**config.mk**
```make
export PLATFORM = sky130hd
export DESIGN_NAME = sys_bus_top
export DESIGN_NICKNAME = d
export VERILOG_FILES = /design/src/hw/z80_bus_pkg.sv /design/src/hw/mem_map_pkg.sv /design/src/hw/bus_sync.sv /design/src/hw/mem_decode.sv /design/src/hw/io_regs.sv /design/src/hw/keyboard.sv /design/src/hw/sys_bus_top.sv
export VERILOG_INCLUDE_DIRS = /design/src /design/src/hw
export SDC_FILE = /design/constraint.sdc
export NUM_CORES = 1
export LEC_CHECK = 0
export ABC_AREA = 1
export ABC_CLOCK_PERIOD_IN_PS = 2300
export BUFFER_PORTS_ARGS = -buffer_cell sky130_fd_sc_hd__clkbuf_2
export CAP_MARGIN = 10
export CORE_AREA = 8 8 163 119
export DETAILED_ROUTE_END_ITERATION = 12
export DIE_AREA = 0 0 171 127
export PLACE_DENSITY = 0.85
export SKIP_CTS_REPAIR_TIMING = 1
export SLEW_MARGIN = 15
export SYNTH_ARGS = -nofsm -noshare
export SYNTH_HDL_FRONTEND = slang
export SYNTH_HIERARCHICAL = 1
export SYNTH_SLANG_ARGS = --single-unit
```
**constraint.sdc**
```tcl
create_clock -name clk -period 2.3 [get_ports clk]
set_clock_uncertainty 0.1 [all_clocks]
set_input_delay 0.23 -clock clk [delete_from_list [all_inputs] [get_ports clk]]
set_output_delay 0.23 -clock clk [all_outputs]
set_load 0.05 [all_outputs]
```
**src/hw/sys_bus_config.svh**
```systemverilog
`ifndef SYS_BUS_CONFIG_SVH
`define SYS_BUS_CONFIG_SVH

// System I/O ports
`define SYS_PORT_BANK0      8'hF0
`define SYS_PORT_BANK1      8'hF1
`define SYS_PORT_BANK2      8'hF2
`define SYS_PORT_BANK3      8'hF3
`define SYS_PORT_KBBUF      8'hFA
`define SYS_PORT_SYSCTRL    8'hFB
`define SYS_PORT_CASSETTE   8'hFC
`define SYS_PORT_CPM        8'hFD   // Write only
`define SYS_PORT_PRINTER    8'hFE
`define SYS_PORT_KEYS       8'hFF

// Bank register values after reset
`define SYS_BANK0_RESET     8'hC0   // Read-only, overlay, page 0
`define SYS_BANK1_RESET     8'h21
`define SYS_BANK2_RESET     8'h22
`define SYS_BANK3_RESET     8'h13

// Physical page map, 16 KB pages
`define SYS_PAGE_ROM_LAST   6'd3
`define SYS_PAGE_CART_FIRST 6'd16   // Four cartridge pages
`define SYS_PAGE_VIDEO_FIRST 6'd20
`define SYS_PAGE_VIDEO_LAST 6'd21
`define SYS_PAGE_RAM_FIRST  6'd32   // RAM runs to the top page

`define SYS_KBBUF_DEPTH     16

`endif

```
**src/hw/z80_bus_pkg.sv**
```systemverilog
package z80_bus_pkg;

    // CPU address as seen on the expansion bus
    typedef logic [15:0] cpu_addr_t;

    // One byte on the data bus
    typedef logic [7:0] cpu_data_t;

    // I/O cycles only decode the low address byte
    typedef logic [7:0] io_port_t;

endpackage

```
**src/hw/mem_map_pkg.sv**
```systemverilog
package mem_map_pkg;

    // Physical 16 KB page, 64 of them
    typedef logic [5:0] page_t;

    // Page bits that leave the chip on the BA pins
    typedef logic [4:0] ext_page_t;

    // Bank picked by CPU address bits 15:14
    typedef logic [1:0] bank_sel_t;

    // Bit 7 read-only, bit 6 overlay, bits 5:0 page
    typedef logic [7:0] bank_reg_t;

    // Eight rows of eight keys, row i in bits 8*i+7:8*i
    typedef logic [63:0] key_matrix_t;

    // Which external device a memory cycle lands on
    typedef enum logic [1:0] {
        MEM_NONE,
        MEM_SYSRAM,     // Overlay window, always page 32
        MEM_RAM,
        MEM_CART
    } mem_sel_t;

endpackage

```
**src/hw/bus_sync.sv**
```systemverilog
module bus_sync (
    input  logic                   clk,
    input  logic                   reset,
    input  logic                   rd_n,
    input  logic                   wr_n,
    input  z80_bus_pkg::cpu_data_t d_in,
    output logic                   bus_read,
    output logic                   bus_write,
    output z80_bus_pkg::cpu_data_t wr_data
);

    logic [2:0] rd_n_sync;   // Bit 0 is the newest sample
    logic [2:0] wr_n_sync;

    // Idle level is high, so reset can never look like a falling strobe
    always_ff @(posedge clk or posedge reset) begin
        if (reset) begin
            rd_n_sync <= '1;
            wr_n_sync <= '1;
        end else begin
            rd_n_sync <= {rd_n_sync[1:0], rd_n};
            wr_n_sync <= {wr_n_sync[1:0], wr_n};
        end
    end

    // One clock per strobe, on the high-to-low step of the late stages
    assign bus_read  = rd_n_sync[2:1] == 2'b10;
    assign bus_write = wr_n_sync[2:1] == 2'b10;

    // CPU holds data for the whole low phase of wr_n
    always_ff @(posedge clk) begin
        if (!wr_n)
            wr_data <= d_in;
    end

endmodule

```
**src/hw/mem_decode.sv**
```systemverilog
`include "sys_bus_config.svh"

module mem_decode (
    input  z80_bus_pkg::cpu_addr_t  a,
    input  logic                    mreq_n,
    input  logic                    wr_n,
    input  mem_map_pkg::bank_reg_t  bank0,
    input  mem_map_pkg::bank_reg_t  bank1,
    input  mem_map_pkg::bank_reg_t  bank2,
    input  mem_map_pkg::bank_reg_t  bank3,
    output mem_map_pkg::ext_page_t  ba,
    output logic                    ram_ce_n,
    output logic                    cart_ce_n,
    output logic                    ram_we_n
);
    import mem_map_pkg::*;

    bank_sel_t bank_sel;
    bank_reg_t bank;
    page_t     page;
    logic      read_only;
    logic      overlay;
    logic      sysram_hit;
    logic      allow;
    mem_sel_t  mem_sel;

    assign bank_sel = a[15:14];

    always_comb begin
        case (bank_sel)
            2'd0:    bank = bank0;
            2'd1:    bank = bank1;
            2'd2:    bank = bank2;
            default: bank = bank3;
        endcase
    end

    assign page      = bank[5:0];
    assign read_only = bank[7];
    assign overlay   = bank[6];

    // Top 2 KB of an overlay bank
    assign sysram_hit = overlay && a[13:11] == 3'b111;

    // Writes into a read-only bank go nowhere
    assign allow = wr_n || !read_only;

    // ROM and video pages fall outside both ranges below
    always_comb begin
        mem_sel = MEM_NONE;
        if (!mreq_n) begin
            if (sysram_hit)
                mem_sel = MEM_SYSRAM;   // Ignores the read-only bit
            else if (allow && page >= `SYS_PAGE_RAM_FIRST)
                mem_sel = MEM_RAM;
            else if (allow && page >= `SYS_PAGE_CART_FIRST &&
                     page <= `SYS_PAGE_CART_FIRST + 6'd3)
                mem_sel = MEM_CART;
        end
    end

    ////////////////////////////////
    // External pins
    ////////////////////////////////
    assign ba        = (mem_sel == MEM_SYSRAM) ? '0 : page[4:0];  // System RAM sits in page 32
    assign ram_ce_n  = !(mem_sel == MEM_SYSRAM || mem_sel == MEM_RAM);
    assign cart_ce_n = !(mem_sel == MEM_CART);
    assign ram_we_n  = wr_n || ram_ce_n;   // Read-only already filtered out above

endmodule

```
**src/hw/io_regs.sv**
```systemverilog
`include "sys_bus_config.svh"

module io_regs (
    input  logic                    clk,
    input  logic                    reset,
    input  z80_bus_pkg::cpu_addr_t  a,
    input  logic                    iorq_n,
    input  logic                    rd_n,
    input  logic                    bus_read,
    input  logic                    bus_write,
    input  z80_bus_pkg::cpu_data_t  wr_data,
    input  z80_bus_pkg::cpu_data_t  kb_rd_data,
    input  z80_bus_pkg::cpu_data_t  key_rd_data,
    input  logic                    cassette_in,
    input  logic                    printer_in,
    output mem_map_pkg::bank_reg_t  bank0,
    output mem_map_pkg::bank_reg_t  bank1,
    output mem_map_pkg::bank_reg_t  bank2,
    output mem_map_pkg::bank_reg_t  bank3,
    output logic                    kb_sel,
    output logic                    kb_pop,
    output logic                    kb_clear,
    output z80_bus_pkg::cpu_data_t  d_out,
    output logic                    d_oe,
    output logic                    cassette_out,
    output logic                    printer_out
);
    import z80_bus_pkg::*;

    io_port_t   port;
    logic       io_cycle;
    logic       dis_regs;        // $FB bit 0
    logic [1:0] sysctrl_spare;   // $FB bits 2:1, storage only
    logic [2:0] cassette_sync;
    logic [2:0] printer_sync;
    logic       sel_bank0;
    logic       sel_bank1;
    logic       sel_bank2;
    logic       sel_bank3;
    logic       sel_kbbuf;
    logic       sel_sysctrl;
    logic       sel_cassette;
    logic       sel_cpm;
    logic       sel_printer;
    logic       sel_keys;
    logic       sel_internal;

    //////////////////////////////
    // Port decode
    //////////////////////////////
    assign port     = a[7:0];
    assign io_cycle = !iorq_n;

    // Bank registers vanish from I/O space while dis_regs is set
    assign sel_bank0    = io_cycle && !dis_regs && port == `SYS_PORT_BANK0;
    assign sel_bank1    = io_cycle && !dis_regs && port == `SYS_PORT_BANK1;
    assign sel_bank2    = io_cycle && !dis_regs && port == `SYS_PORT_BANK2;
    assign sel_bank3    = io_cycle && !dis_regs && port == `SYS_PORT_BANK3;
    assign sel_kbbuf    = io_cycle && port == `SYS_PORT_KBBUF;
    assign sel_sysctrl  = io_cycle && port == `SYS_PORT_SYSCTRL;
    assign sel_cassette = io_cycle && port == `SYS_PORT_CASSETTE;
    assign sel_cpm      = io_cycle && port == `SYS_PORT_CPM;
    assign sel_printer  = io_cycle && port == `SYS_PORT_PRINTER;
    assign sel_keys     = io_cycle && port == `SYS_PORT_KEYS;

    assign sel_internal = sel_bank0 | sel_bank1 | sel_bank2 | sel_bank3 |
                          sel_kbbuf | sel_sysctrl | sel_cassette | sel_cpm |
                          sel_printer | sel_keys;

    assign kb_sel   = sel_kbbuf;
    assign kb_pop   = sel_kbbuf && bus_read;    // Byte stays on the bus until here
    assign kb_clear = sel_kbbuf && bus_write;   // Any write flushes the buffer

    // Slow external inputs
    always_ff @(posedge clk or posedge reset) begin
        if (reset) begin
            cassette_sync <= '0;
            printer_sync  <= '0;
        end else begin
            cassette_sync <= {cassette_sync[1:0], cassette_in};
            printer_sync  <= {printer_sync[1:0], printer_in};
        end
    end

    //////////////////////////////
    // Registers
    //////////////////////////////
    always_ff @(posedge clk or posedge reset) begin
        if (reset) begin
            bank0         <= `SYS_BANK0_RESET;
            bank1         <= `SYS_BANK1_RESET;
            bank2         <= `SYS_BANK2_RESET;
            bank3         <= `SYS_BANK3_RESET;
            dis_regs      <= 1'b0;
            sysctrl_spare <= '0;
            cassette_out  <= 1'b0;
            printer_out   <= 1'b0;
        end else if (bus_write) begin
            if (sel_bank0)    bank0 <= wr_data;
            if (sel_bank1)    bank1 <= wr_data;
            if (sel_bank2)    bank2 <= wr_data;
            if (sel_bank3)    bank3 <= wr_data;
            if (sel_sysctrl)  {sysctrl_spare, dis_regs} <= wr_data[2:0];
            if (sel_cassette) cassette_out <= wr_data[0];
            if (sel_printer)  printer_out <= wr_data[0];
        end
    end

    //////////////////////////////
    // Read path
    //////////////////////////////
    always_comb begin
        d_out = '0;
        if (sel_bank0)    d_out = bank0;
        if (sel_bank1)    d_out = bank1;
        if (sel_bank2)    d_out = bank2;
        if (sel_bank3)    d_out = bank3;
        if (sel_kbbuf)    d_out = kb_rd_data;
        if (sel_sysctrl)  d_out = {5'b0, sysctrl_spare, dis_regs};
        if (sel_cassette) d_out = {7'b0, !cassette_sync[2]};  // Input is inverted
        if (sel_printer)  d_out = {7'b0, printer_sync[2]};
        if (sel_keys)     d_out = key_rd_data;
        // $FD reads as 0
    end

    assign d_oe = !rd_n && sel_internal;

endmodule

```
**src/hw/keyboard.sv**
```systemverilog
`include "sys_bus_config.svh"

module keyboard #(
    parameter int depth = `SYS_KBBUF_DEPTH    // Power of two
) (
    input  logic                     clk,
    input  logic                     reset,
    input  z80_bus_pkg::cpu_addr_t   a,
    input  mem_map_pkg::key_matrix_t keys,
    input  z80_bus_pkg::cpu_data_t   kb_wr_data,
    input  logic                     kb_wr_en,
    input  logic                     kb_sel,
    input  logic                     kb_pop,
    input  logic                     kb_clear,
    output z80_bus_pkg::cpu_data_t   kb_rd_data,
    output z80_bus_pkg::cpu_data_t   key_rd_data
);
    import z80_bus_pkg::*;

    localparam int ptr_w = $clog2(depth);

    cpu_data_t        fifo_mem [depth];
    logic [ptr_w-1:0] wr_ptr;
    logic [ptr_w-1:0] rd_ptr;
    logic [ptr_w:0]   count;     // One extra bit to tell full from empty
    logic             empty;
    logic             full;
    logic             push;
    logic             pop;

    // Matrix read, active-low row select on address bits 15:8
    always_comb begin
        key_rd_data = 8'hFF;
        for (int i = 0; i < 8; i++) begin
            if (!a[8 + i])
                key_rd_data = key_rd_data & keys[i*8 +: 8];
        end
    end

    ////////////////////////////////
    // Keyboard buffer FIFO
    ////////////////////////////////
    assign empty = count == '0;
    assign full  = count == (ptr_w + 1)'(depth);
    assign push  = kb_wr_en && !full;   // No back-pressure, overflow is dropped
    assign pop   = kb_pop && !empty;

    always_ff @(posedge clk or posedge reset) begin
        if (reset) begin
            wr_ptr <= '0;
            rd_ptr <= '0;
            count  <= '0;
        end else if (kb_clear) begin
            wr_ptr <= '0;
            rd_ptr <= '0;
            count  <= '0;
        end else begin
            if (push)
                wr_ptr <= wr_ptr + 1'b1;
            if (pop)
                rd_ptr <= rd_ptr + 1'b1;
            if (push && !pop)
                count <= count + 1'b1;
            else if (pop && !push)
                count <= count - 1'b1;
        end
    end

    always_ff @(posedge clk) begin
        if (push)
            fifo_mem[wr_ptr] <= kb_wr_data;
    end

    assign kb_rd_data = (kb_sel && !empty) ? fifo_mem[rd_ptr] : '0;  // Oldest entry

endmodule

```
**src/hw/sys_bus_top.sv**
```systemverilog
`include "sys_bus_config.svh"

module sys_bus_top (
    input  logic                     clk,
    input  logic                     reset,

    // Z80 expansion bus
    input  logic                     rd_n,
    input  logic                     wr_n,
    input  logic                     mreq_n,
    input  logic                     iorq_n,
    input  z80_bus_pkg::cpu_addr_t   a,
    input  z80_bus_pkg::cpu_data_t   d_in,
    output z80_bus_pkg::cpu_data_t   d_out,
    output logic                     d_oe,

    // External memory
    output mem_map_pkg::ext_page_t   ba,
    output logic                     ram_ce_n,
    output logic                     cart_ce_n,
    output logic                     ram_we_n,

    // Keyboard
    input  mem_map_pkg::key_matrix_t keys,
    input  z80_bus_pkg::cpu_data_t   kb_wr_data,
    input  logic                     kb_wr_en,

    // Cassette and printer
    input  logic                     cassette_in,
    output logic                     cassette_out,
    input  logic                     printer_in,
    output logic                     printer_out
);
    import z80_bus_pkg::*;
    import mem_map_pkg::*;

    logic      bus_read;
    logic      bus_write;
    cpu_data_t wr_data;
    bank_reg_t bank0;
    bank_reg_t bank1;
    bank_reg_t bank2;
    bank_reg_t bank3;
    logic      kb_sel;
    logic      kb_pop;
    logic      kb_clear;
    cpu_data_t kb_rd_data;
    cpu_data_t key_rd_data;

    //////////////////////////////
    // Strobes and write data
    //////////////////////////////
    bus_sync u_bus_sync (
        .clk       (clk),
        .reset     (reset),
        .rd_n      (rd_n),
        .wr_n      (wr_n),
        .d_in      (d_in),
        .bus_read  (bus_read),
        .bus_write (bus_write),
        .wr_data   (wr_data)
    );

    mem_decode u_mem_decode (
        .a         (a),
        .mreq_n    (mreq_n),
        .wr_n      (wr_n),
        .bank0     (bank0),
        .bank1     (bank1),
        .bank2     (bank2),
        .bank3     (bank3),
        .ba        (ba),
        .ram_ce_n  (ram_ce_n),
        .cart_ce_n (cart_ce_n),
        .ram_we_n  (ram_we_n)
    );

    //////////////////////////////
    // I/O space
    //////////////////////////////
    io_regs u_io_regs (
        .clk          (clk),
        .reset        (reset),
        .a            (a),
        .iorq_n       (iorq_n),
        .rd_n         (rd_n),
        .bus_read     (bus_read),
        .bus_write    (bus_write),
        .wr_data      (wr_data),
        .kb_rd_data   (kb_rd_data),
        .key_rd_data  (key_rd_data),
        .cassette_in  (cassette_in),
        .printer_in   (printer_in),
        .bank0        (bank0),
        .bank1        (bank1),
        .bank2        (bank2),
        .bank3        (bank3),
        .kb_sel       (kb_sel),
        .kb_pop       (kb_pop),
        .kb_clear     (kb_clear),
        .d_out        (d_out),
        .d_oe         (d_oe),
        .cassette_out (cassette_out),
        .printer_out  (printer_out)
    );

    keyboard #(
        .depth (`SYS_KBBUF_DEPTH)
    ) u_keyboard (
        .clk         (clk),
        .reset       (reset),
        .a           (a),
        .keys        (keys),
        .kb_wr_data  (kb_wr_data),
        .kb_wr_en    (kb_wr_en),
        .kb_sel      (kb_sel),
        .kb_pop      (kb_pop),
        .kb_clear    (kb_clear),
        .kb_rd_data  (kb_rd_data),
        .key_rd_data (key_rd_data)
    );

endmodule

```
==> impl_metrics.env <==
export IMPL_status="finished, violations left"
export IMPL_violations="negative setup slack"
export IMPL_stdcell_area_um2=11800
export IMPL_gp_congestion=1.00
export IMPL_crit_fanout=17
export IMPL_ys_types=45
export IMPL_dr_pass1_iters=5
export IMPL_synth_nets=1103
export IMPL_seq_area_frac_synth=0.589
export IMPL_grt_pass1_wl_mm=40.4
export IMPL_synthCells=988
export IMPL_cp_end_kind="output port"
export IMPL_antennaDiodeCount=0
export IMPL_fmaxAchievable_mhz=356
export IMPL_drc=0
export IMPL_clk_latency_ns=0.44
export IMPL_setup_viol=10
export IMPL_detailed_place_hpwl_mm=18.8
export IMPL_ys_warn_count=6
export IMPL_slew_headroom=0.607
export IMPL_fin_nets=1282
export IMPL_coreArea_um2=16800
export IMPL_ys_flop_type="edfxtp_1"
export IMPL_die_area_um2=21700
export IMPL_hold_path_class="in -> reg"
export IMPL_hold_viol=0
export IMPL_synth_edf_count=136
export IMPL_grt_max_degree=44
export IMPL_critPathKind="reg -> out"
export IMPL_antenna_found_initial=0
export IMPL_async_reset_ff_frac=0.313
export IMPL_avgViaCountPerCell=5.73
export IMPL_clock_sinks=198
export IMPL_drive_gt1_frac=0.284
export IMPL_num_rows=40
export IMPL_cts_root_buf="clkbuf_16"
export IMPL_tightestPinTransition_ns=0.590
export IMPL_ys_ff_latch=198
export IMPL_gr_usage_all_layers=0.241
export IMPL_first_global_vias=7708
export IMPL_min_period_ns=2.81
export IMPL_die_h_um=127
export IMPL_pre_cts_ws_ns=-0.0188
export IMPL_yosys_top_cells_count="194 x nand2_1, 160 x nor2_1, 136 x edfxtp_1, 64 x nand3_1, 59 x inv_1"
export IMPL_syn2layout_area_growth_pct=22.5
export IMPL_slew_violations=0
export IMPL_vias=8085
export IMPL_ir_drop_v=0.000556
export IMPL_initial_utilization=0.571
export IMPL_clk_pin_slew_ns=0.08
export IMPL_fin_crit_sh=1.22
export IMPL_cts_buffer_depth=2
export IMPL_synth_avg_cell_area_um2=9.72
export IMPL_cts_tree="built"
export IMPL_drt_antenna_violating_nets=0
export IMPL_rsz0062_at_grt="true"
export IMPL_wire_per_inst_um=18.9
export IMPL_io_pins=124
export IMPL_setup_slack_ns=-0.508
export IMPL_yosysMostFrequentCell="nand2_1"
export IMPL_placed_cell_area_um2=10800
export IMPL_syn_cell_area_um2=9600
export IMPL_synth_top_area_share=0.425
export IMPL_synth_area_top_cells="edfxtp_1 43%, dfrtp_1 12%, nand2_1 7.6%"
export IMPL_routed_wl_mm=26.6
export IMPL_numCtsBuffers=17
export IMPL_overflow=0
export IMPL_crit_required_ns=1.97
export IMPL_start_kind="flop"
export IMPL_htreeDepth=4
export IMPL_power_density_nw_per_um2=737
export IMPL_yosys_area_top_type="edfxtp_1"
export IMPL_p_leak_nw=4.99
export IMPL_drt_iter0_markers=895
export IMPL_arrival_ns=2.48
export IMPL_fillers=1186
export IMPL_die_w_um=171
export IMPL_portBuffers=123
export IMPL_max_cap_violations=0
## power breakdown
group	total [W]	internal, W	switching [W]
registers	0.00429	0.00414	0.000151
clock network	0.00301	0.00157	0.00144
logic	0.00136	0.000489	0.000876
## cell usage in the layout (no fill, tap or decap), drive strengths merged, types with 2 or more instances in the layout
master       netlist  routed
nand3             68      68
dlygate4sd3        0      13
inv               70      81
xor2               2       2
dfrtp             47      47
nand4             10      10
a211oi             3       3
buf               32      76
clkbuf             9     129
nand2            206     206
ha                 9       9
a22o               2       2
o211ai            12      12
o22ai             34      34
o21ai            101     101
nor2             186     186
or2                9       9
nor3               3       3
edfxtp           136     136
clkinv             3       6
dfstp             15      15
nor4              11      11
a21oi             14      14
## layer usage
layer	up-vias	GRT usage	routed length (um)
met3	51	0.0748	3630
met4	0	0.0796	501
met1	3791	0.319	10600
met2	507	0.373	11900
li1	3736	-	-
met5	-	0	0
## flip-flops by register name, summed over array words and instances (netlist names)
signal	flops
u_io_regs/printer_sync	3
u_io_regs/bank0	8
u_io_regs/cassette_out	1
u_keyboard/fifo_mem	128
u_bus_sync/rd_n_sync	3
u_io_regs/bank1	8
u_io_regs/cassette_sync	3
u_io_regs/dis_regs	1
u_io_regs/printer_out	1
u_keyboard/wr_ptr	4
u_keyboard/count	5
u_keyboard/rd_ptr	4
u_bus_sync/wr_n_sync	3
u_io_regs/bank2	8
u_bus_sync/wr_data	8
u_io_regs/sysctrl_spare	2
u_io_regs/bank3	8
## kinds of logic (layout without fill, tap and decap cells)
group	Yosys count	after routing	share of synthesized area
AND/OR/NAND/NOR	495	495	0.231
multiplexers	1	1	0.00117
buffers and inverters	114	306	0.0614
adder cells (fa/ha/maj)	10	10	0.0138
AO/OA/AOI/OAI	168	168	0.102
XOR/XNOR	2	2	0.00182
flip-flops	198	198	0.589
## per-stage QoR
stage / std cells / power (W) / setup TNS (ns) / util / hold slack, ns
CTS: 1392 / 0.00863 / -4.61 / 0.679 / -0.260
global placement: 1360 / 0.00559 / 0 / 0.644 / 0.210
floorplan: 988 / 0.00515 / 0 / - / 0.00696
global route: 1411 / 0.00902 / -5.06 / 0.699 / 0.0718
detailed placement: 1360 / 0.00565 / -0.0188 / 0.644 / 0.216
finish: 1411 / 0.00867 / -3.76 / 0.699 / 0.0513
## layout make-up
type	instances	area, um^2	share of cell area
Timing Repair Buffer	201	1470	0.125
Clock inverter	15	179	0.0152
Tap cell	231	289	0.0246
Inverter	73	283	0.0241
Multi-Input combinational cell	676	3460	0.294
Clock buffer	17	425	0.0362
Sequential cell	198	5660	0.481
## worst max-delay path, stage by stage, from the launching register on
cell and delay [ns]:
dfrtp_2 0.44, buf_12 0.18, nor2_1 0.09, nor2_1 0.17, o21ai_1 0.13, nand3_1 0.10, nand2_1 0.09, nand2_1 0.07
nand2_1 0.05, nor2_1 0.10, nor2_1 0.07, a211oi_2 0.15, nand2_1 0.15, nand2_2 0.12, buf_12 0.14
## path summary, 6_finish.rpt
kind	start	to	slack [ns]	cells past startpoint
worst max-delay path	u_keyboard/rd_ptr[0]	d_out[2]	-0.51	14
worst min-delay path	kb_wr_en	u_keyboard/wr_ptr[1]	0.05	3
worst max register to register	u_bus_sync/rd_n_sync[2]	u_keyboard/count[4]	0.14	15
worst min register to register	u_io_regs/cassette_sync[0]	u_io_regs/cassette_sync[1]	0.26	0
max in group asynchronous	reset	u_io_regs/sysctrl_spare[0]	1.29	4
min in group asynchronous	reset	u_keyboard/count[1]	0.29	3
No activity file was read; power rests on OpenSTA's default activity.
